--- config.mk ---
export PLATFORM = sky130hd
export DESIGN_NAME = bus_apb_port_flat
export DESIGN_NICKNAME = d
export VERILOG_FILES = /design/src/design/pet_bus_pkg.sv /design/src/design/bus_ifs.sv /design/src/design/bus_apb_port.sv /design/src/flat_wrapper.sv
export VERILOG_INCLUDE_DIRS = /design/src /design/src/design
export SDC_FILE = /design/constraint.sdc
export NUM_CORES = 1
export LEC_CHECK = 0
export BUFFER_PORTS_ARGS = -buffer_cell sky130_fd_sc_hd__buf_2
export CORE_MARGIN = 4
export CORE_UTILIZATION = 39
export CTS_CLUSTER_DIAMETER = 50
export DETAILED_ROUTE_END_ITERATION = 10
export PLACE_DENSITY_LB_ADDON = 0.05
export SLEW_MARGIN = 20
export SYNTH_ARGS = -nofsm -noshare
export SYNTH_HDL_FRONTEND = slang
export SYNTH_SLANG_ARGS = --single-unit
export TNS_END_PERCENT = 20
--- constraint.sdc ---
create_clock -name cpu_clock_ne -period 3.3 [get_ports cpu_clock_ne]
set_input_delay 0.33 -clock cpu_clock_ne [delete_from_list [all_inputs] [get_ports cpu_clock_ne]]
set_output_delay 0.33 -clock cpu_clock_ne [all_outputs]
set_load 0.02 [all_outputs]
--- src/design/pet_bus_defines.svh ---
// ~~~~~~~~~~~~~~~~~~~~~~~~~~~~~~
// bus widths, phi2 timing, ram size and apb register map
// ~~~~~~~~~~~~~~~~~~~~~~~~~~~~~~
`ifndef PET_BUS_DEFINES_SVH
`define PET_BUS_DEFINES_SVH

// 6502 system bus
`define BUS_ADDR_W 16
`define BUS_DATA_W 8

// fast clock cycles per phi2 half period
`define PHI2_HALF 4

// ram occupies 0x0000 upward, everything else floats
`define RAM_WORDS 2048
`define OPEN_BUS 8'hFF

// apb side
`define APB_ADDR_W 8
`define APB_DATA_W 32
`define REG_CMD 8'h00
`define REG_CTRL 8'h04

`endif

--- src/design/pet_bus_pkg.sv ---
// ~~~~~~~~~~~~~~~~~~~~~~~~~~~~~~
// bus request type and apb command/status word
// ~~~~~~~~~~~~~~~~~~~~~~~~~~~~~~
`include "pet_bus_defines.svh"

package pet_bus_pkg;

    // one manual bus cycle as handed to the sequencer
    typedef struct packed {
        logic                   we;
        logic [`BUS_ADDR_W-1:0] addr;
        logic [`BUS_DATA_W-1:0] wdata;
    } bus_req_t;

    // the CMD register word, read and written with different layouts
    typedef union packed {
        // write layout: [24] we, [23:8] addr, [7:0] data
        struct packed {
            logic [`APB_DATA_W-`BUS_ADDR_W-`BUS_DATA_W-2:0] spare;
            logic                                           we;
            logic [`BUS_ADDR_W-1:0]                         addr;
            logic [`BUS_DATA_W-1:0]                         data;
        } cmd_view;
        // read layout: [31] busy, [30] run, [7:0] last read byte
        struct packed {
            logic                                busy;
            logic                                run;
            logic [`APB_DATA_W-`BUS_DATA_W-3:0]  spare;
            logic [`BUS_DATA_W-1:0]              rdata;
        } status_view;
    } cmd_word_u;

endpackage

--- src/design/bus_ifs.sv ---
// ~~~~~~~~~~~~~~~~~~~~~~~~~~~~~~
// bus_req_if and pet_bus_if
// ~~~~~~~~~~~~~~~~~~~~~~~~~~~~~~
`include "pet_bus_defines.svh"

// manual request path, apb port to sequencer
interface bus_req_if;
    import pet_bus_pkg::*;

    // valid holds with req until accept pulses
    logic                   valid;
    bus_req_t               req;
    logic                   accept;
    // done pulses at the end of the bus cycle, rdata valid alongside
    logic                   done;
    logic [`BUS_DATA_W-1:0] rdata;
    // run mode hands the bus to the cpu ports
    logic                   run;

    modport master (
        output valid,
        output req,
        output run,
        input  accept,
        input  done,
        input  rdata
    );

    modport slave (
        input  valid,
        input  req,
        input  run,
        output accept,
        output done,
        output rdata
    );
endinterface


--- src/design/bus_apb_port.sv ---
// ~~~~~~~~~~~~~~~~~~~~~~~~~~~~~~
// apb slave, cmd/status and ctrl registers
// ~~~~~~~~~~~~~~~~~~~~~~~~~~~~~~
`include "pet_bus_defines.svh"

module bus_apb_port (
    input  logic                   cpu_clock_ne,
    input  logic                   rst_n_i,
    input  logic                   psel_i,
    input  logic                   penable_i,
    input  logic                   pwrite_i,
    input  logic [`APB_ADDR_W-1:0] paddr_i,
    input  logic [`APB_DATA_W-1:0] pwdata_i,
    output logic [`APB_DATA_W-1:0] prdata_o,
    output logic                   pready_o,
    output logic                   pslverr_o,
    bus_req_if.master              req
);
    import pet_bus_pkg::*;

    cmd_word_u              cmd;
    cmd_word_u              status;
    logic                   wr_cmd;
    logic                   wr_ctrl;
    logic                   cmd_ok;
    logic                   busy;
    logic                   run;
    logic [`BUS_DATA_W-1:0] last_rdata;

    // access phase decode
    assign wr_cmd  = psel_i && penable_i && pwrite_i && (paddr_i == `REG_CMD);
    assign wr_ctrl = psel_i && penable_i && pwrite_i && (paddr_i == `REG_CTRL);

    // one request at a time, and none while the cpu owns the bus
    assign cmd_ok    = !busy && !run;
    assign pslverr_o = wr_cmd && !cmd_ok;

    // zero wait states
    assign pready_o = 1'b1;

    assign cmd     = pwdata_i;
    assign req.run = run;

    always_ff @(posedge cpu_clock_ne or negedge rst_n_i) begin
        if (!rst_n_i) begin
            busy       <= 1'b0;
            run        <= 1'b0;
            req.valid  <= 1'b0;
            last_rdata <= '0;
        end else begin
            if (wr_cmd && cmd_ok) begin
                busy      <= 1'b1;
                req.valid <= 1'b1;
            end else if (req.accept) begin
                req.valid <= 1'b0;
            end
            // writes leave the last read byte alone
            if (req.done) begin
                busy <= 1'b0;
                if (!req.req.we) begin
                    last_rdata <= req.rdata;
                end
            end
            if (wr_ctrl) begin
                run <= pwdata_i[0];
            end
        end
    end

    // request payload, only sampled while valid
    always_ff @(posedge cpu_clock_ne) begin
        if (wr_cmd && cmd_ok) begin
            req.req.we    <= cmd.cmd_view.we;
            req.req.addr  <= cmd.cmd_view.addr;
            req.req.wdata <= cmd.cmd_view.data;
        end
    end

    // read mux
    always_comb begin
        status                   = '0;
        status.status_view.busy  = busy;
        status.status_view.run   = run;
        status.status_view.rdata = last_rdata;
        prdata_o                 = '0;
        if (paddr_i == `REG_CMD) begin
            prdata_o = status;
        end else if (paddr_i == `REG_CTRL) begin
            prdata_o = `APB_DATA_W'(run);
        end
    end
endmodule

--- src/flat_wrapper.sv ---
// flat-port wrapper written by rule: the top's interface ports become plain ports
module bus_apb_port_flat import pet_bus_pkg::*;
  (cpu_clock_ne, rst_n_i, psel_i, penable_i, pwrite_i, paddr_i, pwdata_i, prdata_o, pready_o, pslverr_o, req_valid, req_req, req_run, req_accept, req_done, req_rdata);
  bus_req_if req_i ();
  input  logic cpu_clock_ne;
  input  logic rst_n_i;
  input  logic psel_i;
  input  logic penable_i;
  input  logic pwrite_i;
  input  logic [`APB_ADDR_W-1:0] paddr_i;
  input  logic [`APB_DATA_W-1:0] pwdata_i;
  output logic [`APB_DATA_W-1:0] prdata_o;
  output logic pready_o;
  output logic pslverr_o;
  output wire logic [$bits(req_i.valid)-1:0] req_valid;
  output wire logic [$bits(req_i.req)-1:0] req_req;
  output wire logic [$bits(req_i.run)-1:0] req_run;
  input wire logic [$bits(req_i.accept)-1:0] req_accept;
  input wire logic [$bits(req_i.done)-1:0] req_done;
  input wire logic [$bits(req_i.rdata)-1:0] req_rdata;
  assign req_valid = req_i.valid;
  assign req_req = req_i.req;
  assign req_run = req_i.run;
  assign req_i.accept = req_accept;
  assign req_i.done = req_done;
  assign req_i.rdata = req_rdata;
  bus_apb_port u_core (.cpu_clock_ne(cpu_clock_ne), .rst_n_i(rst_n_i), .psel_i(psel_i), .penable_i(penable_i), .pwrite_i(pwrite_i), .paddr_i(paddr_i), .pwdata_i(pwdata_i), .prdata_o(prdata_o), .pready_o(pready_o), .pslverr_o(pslverr_o), .req(req_i));
endmodule
==> load_flow_metrics.sql, run 1 <==
INSERT INTO impl_metrics (metric_group, metric, value, unit) VALUES
('clocking', 'cts.sinks', '36', ''),
('floorplan', 'fp.dieArea', '4888', 'µm²'),
('finish', 'finalNetCount', '244', ''),
('finish', 'fin_cells', '238', ''),
('setup_path', 'slowest_stage', 'or4_4', ''),
('power', 'ir_worst_vdd', '0.3290', 'mV'),
('setup_path', 'critical_path.endpoint_type', 'output port', ''),
('power', 'p_leak', '0.9461', 'nW'),
('floorplan', 'floorplan.core_area', '3689', 'µm²'),
('setup_path', 'timing.critical_path.from', 'paddr_i[6]', ''),
('synth', 'synth.top_cells.by_count', 'edfxtp_1 (25), buf_4 (23), dfrtp_1 (11), and2_1 (9), mux2_2 (9)', ''),
('place', 'dpl_worst_slack', '1367', 'ps'),
('setup_path', 'critical_path.most_common_cell', 'buf_2', ''),
('route', 'antenna_violating_nets_post_route', '0', ''),
('timing', 'post_route_skew', '5.745', 'ps'),
('setup_path', 'worstPathRequired', '2970', 'ps'),
('setup_path', 'timing.critical_path.fanout_max', '9', ''),
('setup_path', 'setup.worst_path.end', 'prdata_o[5]', ''),
('route', 'routed_wl', '3051', 'µm'),
('timing', 'max_slew.worst_pin.slew', '721.1', 'ps'),
('timing', 'max-slew-margin-rel', '0.5183', ''),
('synth', 'syn-cell-area', '1495', 'µm²'),
('synth', 'seq_total_area_yosys', '0.6862', ''),
('synth', 'synthFlopType', 'edfxtp_1', ''),
('place', 'detailed_place_hpwl', '2477', 'µm'),
('run', 'timing.max_cap.violations', '0', ''),
('global_routing', 'antenna_found_initial', '0', ''),
('worst_hold_path', 'hold_class', 'primary input to flip-flop', ''),
('place', 'postPlaceCellArea', '1894', 'µm²'),
('place', 'gpl.final_weighted_congestion', '0.7348', ''),
('setup_path', 'r2r_slack', '1780', 'ps'),
('timing', 'hold_viol', '0', ''),
('run_status', 'outcome', 'finished, final reports clean', ''),
('synth', 'synth_edf_count', '25', ''),
('finish', 'layout-area-overhead-vs-synth', '32.80', '%'),
('global_routing', 'pin_count_of_the_biggest_net_entering_global_routing', '26', ''),
('clocking', 'cts-resized-gates', '0', ''),
('synth', 'synth-seq-cells', '36', ''),
('setup_path', 'worst_ep_arrival_time', '1590', 'ps'),
('synth', 'synthTopCellsByArea', 'edfxtp_1 (50%), dfrtp_1 (18%), buf_4 (12%)', ''),
('floorplan', 'floorplan.rows', '22', ''),
('place', 'numPlacedInstances', '229', ''),
('floorplan', 'ioPinCount', '116', ''),
('timing', 'rsz0062_at_grt', 'no', ''),
('global_routing', 'grt_pass1_wl', '4850', 'µm'),
('setup_path', 'slowest_delay', '550', 'ps'),
('global_routing', 'grt_usage', '0.1272', ''),
('clocking', 'cts_root_buf', 'clkbuf_8', ''),
('finish', 'final.fill_count', '364', ''),
('timing', 'finalSetupViolations', '0', ''),
('timing', 'final_setup_tns', '0', 'ps'),
('clocking', 'tritoncts_clock_tree', 'done', ''),
('synth', 'synth.yosys.warnings', '0', ''),
('finish', 'drive_above_1_share', '0.5474', ''),
('floorplan', 'floorplan.initialDensity', '0.4054', ''),
('setup_path', 'setup.worst_path.start_class', 'primary input', ''),
('clocking', 'post_cts.repair.setup_buffers', '0', ''),
('setup_path', 'cpLargestDelayFamily', 'simple AND/OR/NAND/NOR gates', ''),
('floorplan', 'die_w', '69.92', 'µm'),
('setup_path', 'timing.critical_path.depth', '5', ''),
('route', 'detailed_routing_iteration_count_for_the_pre_antenna_repair_pass', '4', ''),
('clocking', 'clk_pin_slew_worst_paths', '60', 'ps'),
('power', 'design_power_total', '0.8572', 'mW'),
('route', 'num_vias', '1018', ''),
('place', 'portBuffers', '85', ''),
('timing', 'final_critical_path_setup_slack', '1378', 'ps'),
('finish', 'finish.utilization', '0.5383', ''),
('clocking', 'ctsLongestPathBuffers', '2', ''),
('setup_path', 'start_to_end_type_of_the_worst_setup_path', 'primary input to output port', ''),
('finish', 'fin_area', '1986', 'µm²'),
('synth', 'yosysTopAreaCell', 'edfxtp_1', '');
==> where the power goes <==
part           internal [mW]  switching, mW
Clock                  0.148          0.138
Combinational         0.0310         0.0419
Sequential             0.494        0.00478
Total                  0.673          0.184
==> area by class of cell <==
| type | count | area, µm² | share of cell area |
|---|---|---|---|
| multi-input cells | 58 | 371.6 | 0.1871 |
| clock inverters | 1 | 5.005 | 0.002520 |
| flip-flops and latches | 36 | 1026 | 0.5167 |
| clock buffers | 7 | 76.32 | 0.03844 |
| inverters | 1 | 3.754 | 0.001890 |
| repair buffers | 87 | 442.9 | 0.2231 |
| well taps | 48 | 60.06 | 0.03025 |
==> worst min path at each step <==
stage	to	cells after the start
detailed placement	u_core.last_rdata[2]$_DFFE_PN0P_	1
global route	u_core.req.req[7]$_DFFE_PP_	1
global placement	u_core.last_rdata[2]$_DFFE_PN0P_	1
floorplan	u_core.busy$_DFFE_PN0P_	0
finish	u_core.req.req[18]$_DFFE_PP_	1
CTS	u_core.req.req[20]$_DFFE_PP_	1
==> repair_timing <==
| item | 4_1_cts | 5_1_grt |
|---|---|---|
| hold buffers | 1 | 0 |
| hold endpoints to repair | 11 | 0 |
| endpoints found under the setup margin | 0 | 0 |
==> kinds of logic after synthesis <==
group,count (synthesis),synth area share
and+or+nand+nor,23,0.1021
DFF,36,0.6862
buffers and inverters,25,0.1213
AOI/OAI and AO/OA,2,0.01088
other,2,0.005023
muxes,10,0.07448
==> worst reg2reg max path: stages (launching register included) <==
cell,delay (ps)
edfxtp_1,400
nor2b_1,590
mux2_2,420
==> routing by layer <==
metal / share of wire / vias up / global-route usage
met4: 0.0029 / 0 / 0.03830
met3: 0.11 / 2 / 0.06187
met1: 0.32 / 475 / 0.1326
met5: 0 / - / 0
met2: 0.56 / 58 / 0.2246
li1: - / 483 / -
==> cell usage in the layout (no fill, tap or decap), types with 2 or more instances in the layout <==
| cell | instances |
|---|---|
| clkbuf_1 | 2 |
| dfrtp_1 | 11 |
| clkbuf_8 | 5 |
| and2_1 | 9 |
| edfxtp_1 | 25 |
| mux2_2 | 9 |
| buf_2 | 85 |
| nor3_1 | 2 |
| conb_1 | 23 |
| nor2_1 | 2 |
==> registers in the layout, summed over array words and instances (netlist names) <==
name	flops
u_core.last_rdata	8
u_core.req.req	25
u_core.req.valid	1
u_core.busy	1
u_core.req.run	1
Note: power is estimated with default switching activity, not from simulation.
==> run 2, diff against run 1 <==
Settings changed: ABC_AREA from default to 1.
Clock period 3.3 ns to 2 ns, I/O delays scaled along.
==> run 2 against run 1 <==
Sequential cell count is the same. Clock power grew 110%. Register-to-register slack lost 1200 ps. Power grew 79%. Wire length shrank 3.3%. Utilization grew 0.68 points. Combinational power grew 60%. Critical path type is now flip-flop to flip-flop. Largest power group unchanged. Highest routed layer unchanged.
==> load_flow_metrics.sql, run 2 <==
INSERT INTO impl_metrics (metric_group, metric, value, unit) VALUES
('timing', 'final_setup_tns', '0', 'ps'),
('place', 'portBuffers', '85', ''),
('timing', 'finalSetupViolations', '0', ''),
('finish', 'multi_input_area', '312.8', 'µm²'),
('power', 'switching_share', '0.2035', ''),
('place', 'detailed_place_hpwl', '2440', 'µm'),
('finish', 'layout-area-overhead-vs-synth', '35.04', '%'),
('place', 'gpl.final_weighted_congestion', '0.7095', ''),
('timing', 'timing.final.crit_period', '1453', 'ps'),
('route', 'initial_drt_markers', '50', ''),
('global_routing', 'grt_usage', '0.1265', ''),
('power', 'clock_power_share', '0.393', ''),
('setup_path', 'worstPathCellList', 'nor2_1, nand3_2, inv_1, buf_12', ''),
('timing', 'rsz0062_at_grt', 'no', ''),
('setup_path', 'r2r-end', 'u_core.req.req[12]$_DFFE_PP_', ''),
('synth', 'synthFlopType', 'edfxtp_1', ''),
('setup_path', 'worstPathRequired', '1990', 'ps'),
('finish', 'fin_cells', '263', ''),
('synth', 'synth_cells', '123', ''),
('worst_hold_path', 'hp-start', 'req_done', ''),
('finish', 'drive_above_1_share', '0.4605', ''),
('power', 'p_leak', '1.006', 'nW'),
('finish', 'max_flop_register', 'u_core.req.req', ''),
('global_routing', 'grt_pass1_wl', '4747', 'µm'),
('global_routing', 'pin_count_of_the_biggest_net_entering_global_routing', '22', ''),
('finish', 'most-common-layout-cells', 'buf_2 (85), edfxtp_1 (25), conb_1 (23), nor2_1 (22), inv_1 (12)', ''),
('finish', 'number_of_antenna_diodes', '0', ''),
('setup_path', 'slowest_stage', 'dfrtp_1', ''),
('synth', 'synth.yosys.warnings', '0', ''),
('clocking', 'cts.sinks', '36', ''),
('clocking', 'ctsLongestPathBuffers', '2', ''),
('clocking', 'clock_latency', '280', 'ps'),
('power', 'cell_internal_power_dissipation', '1.224', 'mW'),
('setup_path', 'worst-path-buf-inv', '2', ''),
('global_routing', 'grt.met1_usage', '0.1421', ''),
('synth', 'asyncSetResetFlopFracSynth', '0.3056', ''),
('synth', 'syn_avg_cell_area', '12.11', 'µm²'),
('global_routing', 'use_met2', '0.2036', ''),
('route', 'drcViolationCount', '0', ''),
('timing', 'post_route_skew', '7.591', 'ps'),
('finish', 'layout.cells.most_common', 'buf_2', ''),
('synth', 'share_of_yosys_cell_area_claimed_by_the_top_area_cell_type', '0.5042', ''),
('setup_path', 'timing.critical_path.fanout_max', '21', ''),
('floorplan', 'fp.dieArea', '4871', 'µm²'),
('timing', 'min_period_over_period', '0.7266', ''),
('setup_path', 'start_to_end_type_of_the_worst_setup_path', 'flip-flop to flip-flop', ''),
('floorplan', 'fp.dieH', '69.79', 'µm'),
('finish', 'final.fill_count', '358', ''),
('setup_path', 'r2r_slack', '550', 'ps'),
('synth', 'synth.top_cells.by_count', 'edfxtp_1 (25), buf_4 (24), nor2_1 (22), inv_1 (12), dfrtp_1 (11)', ''),
('finish', 'fin_area', '2011', 'µm²'),
('route', 'avgViaCountPerCell', '3.970', ''),
('synth', 'synth.distinct_cells', '18', ''),
('run_status', 'outcome', 'finished, final reports clean', ''),
('synth', 'synth-seq-cells', '36', ''),
('route', 'routedWlPerCell', '11.22', 'µm'),
('clocking', 'clock_tree.htree_level_count', '2', ''),
('global_routing', 'grt-ovfl-total', '0', ''),
('finish', 'largest_reg_flops', '25', ''),
('timing', 'hold_viol', '0', ''),
('global_routing', 'antenna_found_initial', '0', ''),
('timing', 'fmaxAchievable', '688.1', 'MHz'),
('place', 'dpl_worst_slack', '488.5', 'ps'),
('setup_path', 'slowest_delay', '420', 'ps'),
('run', 'timing.max_cap.violations', '0', ''),
('power', 'comb_power_share', '0.076', ''),
('synth', 'seq_total_area_yosys', '0.6891', ''),
('clocking', 'cts_root_buf', 'clkbuf_8', ''),
('worst_hold_path', 'hold_end', 'u_core.busy$_DFFE_PN0P_', ''),
('setup_path', 'cpLargestDelayFamily', 'flip-flops', ''),
('setup_path', 'setup.worst_path.start_class', 'flip-flop', ''),
('synth', 'yosysTopAreaCell', 'edfxtp_1', ''),
('timing', 'drv_slew', '0', ''),
('clocking', 'clk_pin_slew_worst_paths', '70', 'ps'),
('floorplan', 'die_w', '69.79', 'µm'),
('synth', 'post-synth-top-count-cell', 'edfxtp_1', ''),
('floorplan', 'floorplan.rows', '22', ''),
('place', 'numPlacedInstances', '254', ''),
('floorplan', 'floorplan.initialDensity', '0.4037', ''),
('global_routing', 'groute.layer.met3.usage', '0.05942', ''),
('timing', 'final_critical_path_setup_slack', '546.7', 'ps'),
('synth', 'synth_edf_count', '25', ''),
('worst_hold_path', 'worst_hold_path.num_cells', '2', ''),
('synth', 'synthTopCellsByArea', 'edfxtp_1 (50%), dfrtp_1 (18%), buf_4 (12%)', ''),
('power', 'power.sequential.fraction', '0.531', ''),
('route', 'detailed_routing_iteration_count_for_the_pre_antenna_repair_pass', '3', ''),
('finish', 'finalNetCount', '269', ''),
('setup_path', 'worst_ep_arrival_time', '1440', 'ps'),
('clocking', 'tritoncts_clock_tree', 'done', ''),
('floorplan', 'ioPinCount', '116', ''),
('clocking', 'cts_made_buffers', '5', ''),
('global_routing', 'first_global_vias', '1059', ''),
('place', 'postPlaceCellArea', '1893', 'µm²'),
('worst_hold_path', 'hold_class', 'primary input to flip-flop', ''),
('setup_path', 'reg2reg_from', 'u_core.req.run$_DFFE_PN0P_', ''),
('finish', 'reg_top3', 'u_core.req.req: 25 flops, u_core.last_rdata: 8 flops', ''),
('setup_path', 'timing.reg2reg.worst_path_depth', '4', ''),
('route', 'antenna_violating_nets_post_route', '0', ''),
('route', 'num_vias', '1044', ''),
('floorplan', 'floorplan.core_area', '3689', 'µm²'),
('clocking', 'post_cts.repair.setup_buffers', '0', ''),
('synth', 'syn-cell-area', '1489', 'µm²'),
('power', 'ir_worst_vdd', '0.4426', 'mV'),
('power', 'p_per_area', '764.5', 'nW/µm²'),
('finish', 'register_area', '1026', 'µm²'),
('power', 'total_switching_power', '0.3129', 'mW'),
('route', 'routed_wl', '2951', 'µm'),
('global_routing', 'grt-busiest-layer', 'met2', ''),
('setup_path', 'critical_path.endpoint_type', 'flip-flop', '');
## run 2: worst max-delay path by stage
stage / start / endpoint / slack (ps) / cells past startpoint
after floorplan: u_core.req.run$_DFFE_PN0P_ / u_core.req.req[0]$_DFFE_PP_ / 340 / 3
final: u_core.req.run$_DFFE_PN0P_ / u_core.req.req[12]$_DFFE_PP_ / 550 / 4
after CTS: u_core.req.run$_DFFE_PN0P_ / u_core.req.req[12]$_DFFE_PP_ / 530 / 4
after global placement: paddr_i[7] / u_core.req.req[0]$_DFFE_PP_ / 500 / 7
after global routing: u_core.req.run$_DFFE_PN0P_ / u_core.req.req[15]$_DFFE_PP_ / 440 / 4
after detailed placement: paddr_i[5] / u_core.req.req[0]$_DFFE_PP_ / 490 / 7
## run 2: metal layers
metal | share of wire | vias up
met4 | 0.015 | 0
met2 | 0.47 | 66
met3 | 0.13 | 5
met1 | 0.39 | 446
li1 | - | 527
met5 | 0 | -
## run 2: logic make-up (layout without fill, tap and decap cells)
family | count (synthesis) | count (layout) | synth area share
multiplexers | 1 | 1 | 0.007562
other | 2 | 23 | 0.005044
flip-flops | 36 | 36 | 0.6891
AO/OA/AOI/OAI | 9 | 9 | 0.03277
AND/OR/NAND/NOR | 38 | 38 | 0.1118
buffers and inverters | 37 | 108 | 0.1538
## run 2: timing repair
action,in CTS,in global routing
endpoints found under the setup margin,0,0
gates resized for setup,0,0
endpoints found under the hold margin,11,0
hold buffers,1,0
## run 2: power by group through the flow
stage | Clock [mW] | Combinational [mW] | Sequential (mW)
6_report | 0.605 | 0.117 | 0.816
5_1_grt | 0.660 | 0.132 | 0.817
4_1_cts | 0.630 | 0.117 | 0.816
3_5_place_dp | 0 | 0.115 | 0.832
3_3_place_gp | 0 | 0.111 | 0.831
2_1_floorplan | 0 | 0.0950 | 0.831
## run 2: metrics by stage
stage	utilization	hold WS [ps]	total power [mW]
finish	0.5451	72.49	1.537
global route	0.5451	66.03	1.609
CTS	0.5451	59.94	1.563
detailed placement	0.5132	83.89	0.9470
global placement	0.5132	80.18	0.9418
floorplan	-	-95.59	0.9259
## run 2: cell type report
type / count / share of cell area
clock buffers: 6 / 0.03609
clock inverters: 2 / 0.01742
inverters: 13 / 0.02427
multi-input cells: 71 / 0.1556
flip-flops and latches: 36 / 0.5103
well taps: 48 / 0.02987
repair buffers: 87 / 0.2265
==> run 3, diff against run 2 <==
Settings changed: ABC_AREA 1 to 0, CORE_UTILIZATION 39 to 35.
Clock period 2 ns to 1.3 ns, I/O delays scaled along.
==> run 3 against run 2 <==
The flow now finishes with violations (negative setup slack). Cell count is 4.6% lower. Sequential share of layout area down 4.5 points. Clock skew about the same. Setup slack got worse by 720 ps. Via count increased by 2.4%. Global-route usage is 0.20 points lower. Power is 46% higher. Clock power up 26%. Register-to-register slack lost 420 ps. Die area is 10% higher. Critical path depth grew 1. Critical path type is now primary input to output port. Largest cell class unchanged.
==> load_flow_metrics.sql, run 3 (synthesis results as in run 1) <==
INSERT INTO impl_metrics (metric_group, metric, value, unit) VALUES
('run_status', 'outcome', 'complete, but fails checks', ''),
('run_status', 'violated_checks', 'negative setup slack', ''),
('setup_path', 'timing.critical_path.fanout_max', '5', ''),
('finish', 'reg_top3', 'u_core.req.req: 25 flops, u_core.last_rdata: 8 flops', ''),
('power', 'design_power_total', '2.246', 'mW'),
('floorplan', 'fp.dieH', '73.36', 'µm'),
('setup_path', 'timing.reg2reg.worst_path_depth', '2', ''),
('floorplan', 'floorplan.initialDensity', '0.3685', ''),
('power', 'switching_share', '0.2313', ''),
('clocking', 'clock_tree.htree_level_count', '2', ''),
('finish', 'most-common-layout-cells', 'buf_2 (74), edfxtp_1 (25), conb_1 (23), dfrtp_1 (11), mux2_2 (9)', ''),
('finish', 'max_flop_register', 'u_core.req.req', ''),
('setup_path', 'start_to_end_type_of_the_worst_setup_path', 'primary input to output port', ''),
('finish', 'finalNetCount', '255', ''),
('setup_path', 'setup.worst_path.start_class', 'primary input', ''),
('floorplan', 'fp.dieArea', '5382', 'µm²'),
('timing', 'timing.final.crit_period', '1469', 'ps'),
('timing', 'hold_viol', '0', ''),
('clocking', 'clk_pin_slew_worst_paths', '80', 'ps'),
('setup_path', 'timing.critical_path.depth', '5', ''),
('timing', 'drv_slew', '0', ''),
('place', 'postPlaceCellArea', '1961', 'µm²'),
('place', 'gpl.final_weighted_congestion', '0.6646', ''),
('clocking', 'ctsLongestPathBuffers', '2', ''),
('setup_path', 'cpLargestDelayFamily', 'simple AND/OR/NAND/NOR gates', ''),
('finish', 'number_of_antenna_diodes', '0', ''),
('route', 'antenna_violating_nets_post_route', '0', ''),
('finish', 'largest_reg_flops', '25', ''),
('power', 'power.sequential.fraction', '0.563', ''),
('power', 'clock_power_share', '0.340', ''),
('timing', 'fmaxAchievable', '680.9', 'MHz'),
('power', 'p_leak', '1.017', 'nW'),
('global_routing', 'antenna_found_initial', '0', ''),
('clocking', 'cts.sinks', '36', ''),
('clocking', 'cts_root_buf', 'clkbuf_8', ''),
('worst_hold_path', 'hold_class', 'primary input to flip-flop', ''),
('place', 'dpl_worst_slack', '-240.9', 'ps'),
('global_routing', 'grt_pass1_wl', '4981', 'µm'),
('setup_path', 'worst-path-buf-inv', '2', ''),
('power', 'comb_power_share', '0.097', ''),
('clocking', 'clock_latency', '280', 'ps'),
('clocking', 'cts_made_buffers', '5', ''),
('floorplan', 'die_w', '73.36', 'µm'),
('run', 'timing.max_cap.violations', '0', ''),
('route', 'routed_wl', '3273', 'µm'),
('route', 'detailed_routing_iteration_count_for_the_pre_antenna_repair_pass', '2', ''),
('place', 'detailed_place_hpwl', '2513', 'µm'),
('finish', 'layout.cells.most_common', 'buf_2', ''),
('route', 'routedWlPerCell', '13.04', 'µm'),
('timing', 'min_period_over_period', '1.130', ''),
('setup_path', 'slowest_delay', '580', 'ps'),
('route', 'avgViaCountPerCell', '4.259', ''),
('finish', 'final.fill_count', '345', ''),
('timing', 'post_route_skew', '7.782', 'ps'),
('floorplan', 'ioPinCount', '116', ''),
('global_routing', 'first_global_vias', '1064', ''),
('setup_path', 'worstPathRequired', '1170', 'ps'),
('finish', 'layout-area-overhead-vs-synth', '47.45', '%'),
('route', 'initial_drt_markers', '31', ''),
('power', 'p_per_area', '1019', 'nW/µm²'),
('setup_path', 'slowest_stage', 'or4_4', ''),
('global_routing', 'grt_usage', '0.1246', ''),
('timing', 'rsz0062_at_grt', 'yes', ''),
('clocking', 'tritoncts_clock_tree', 'done', ''),
('setup_path', 'critical_path.endpoint_type', 'output port', ''),
('setup_path', 'worstPathCellList', 'buf_8, or4_4, nor3_4, and2_4, buf_6', ''),
('place', 'portBuffers', '85', ''),
('global_routing', 'grt-ovfl-total', '0', ''),
('timing', 'final_critical_path_setup_slack', '-168.6', 'ps'),
('timing', 'finalSetupViolations', '11', ''),
('floorplan', 'floorplan.rows', '23', ''),
('route', 'drcViolationCount', '0', ''),
('worst_hold_path', 'worst_hold_path.num_cells', '1', ''),
('power', 'cell_internal_power_dissipation', '1.727', 'mW'),
('power', 'total_switching_power', '0.5195', 'mW'),
('route', 'num_vias', '1069', ''),
('floorplan', 'floorplan.core_area', '4058', 'µm²'),
('power', 'ir_worst_vdd', '0.7183', 'mV'),
('finish', 'fin_area', '2205', 'µm²'),
('timing', 'fin_hold_ws', '15.02', 'ps'),
('setup_path', 'worst_ep_arrival_time', '1340', 'ps'),
('finish', 'drive_above_1_share', '0.5771', ''),
('global_routing', 'pin_count_of_the_biggest_net_entering_global_routing', '26', '');
## run 3: cell types whose count changed in the layout (fill, tap and decap cells not counted), moves of 8 or more
cell,previous run,this run
mux2_2,1,9
nand2_1,10,0
buf_2,85,74
buf_6,0,8
nor2_1,22,2
inv_1,12,1
## run 3: power groups by stage
stage               logic, mW  registers [mW]  clock network, mW
CTS                     0.205            1.27              0.790
finish                  0.217            1.27              0.764
global placement        0.187            1.29                  0
detailed placement      0.191            1.29                  0
floorplan               0.150            1.29                  0
global route            0.239            1.27              0.857
## run 3: area by class of cell
cell class,instances,area (µm²),share of cell area
flip-flops and latches,36,1026,0.4654
repair buffers,97,608.1,0.2758
multi-input cells,59,416.7,0.1890
clock buffers,5,68.82,0.03121
well taps,50,62.56,0.02838
clock inverters,3,18.77,0.008513
inverters,1,3.754,0.001703
## run 3: routing by layer
metal  global-route usage  part of all wire
met5                    0                 0
met4              0.04225            0.0058
met3              0.06566              0.12
met2               0.2006              0.49
met1               0.1420              0.38
## run 3: worst reg2reg max path, stage by stage (launching register included)
cell,delay [ps]
dfrtp_1,450
nor3_4,220
buf_12,200
## run 3: metrics by stage
step | instances | setup TNS (ps) | utilization
final | 251 | -1307 | 0.5433
after global routing | 251 | -1875 | 0.5433
after CTS | 246 | -1744 | 0.5304
after detailed placement | 235 | -8133 | 0.4832
after global placement | 235 | -7901 | 0.4832
after floorplan | 119 | -11310 | -
## run 3: timing repair
action / CTS / global route
gates resized for setup: 24 / 1
cloned: 1 / 0
endpoints found under the setup margin: 11 / 15
pin swaps: 9 / 3
setup buffers: 1 / 0
hold buffers: 1 / 5
endpoints found under the hold margin: 11 / 5
## run 3: path summary, 6_finish.rpt
| path | from | to | slack, ps |
|---|---|---|---|
| min in group asynchronous | rst_n_i | u_core.last_rdata[5]$_DFFE_PN0P_ | 250 |
| worst min register to register | u_core.last_rdata[2]$_DFFE_PN0P_ | u_core.last_rdata[2]$_DFFE_PN0P_ | 500 |
| max in group asynchronous | rst_n_i | u_core.req.run$_DFFE_PN0P_ | 840 |
| worst min-delay path | pwdata_i[9] | u_core.req.req[9]$_DFFE_PP_ | 20 |
| worst max-delay path | paddr_i[0] | prdata_o[3] | -170 |
| worst max register to register | u_core.busy$_DFFE_PN0P_ | u_core.req.req[5]$_DFFE_PP_ | 130 |
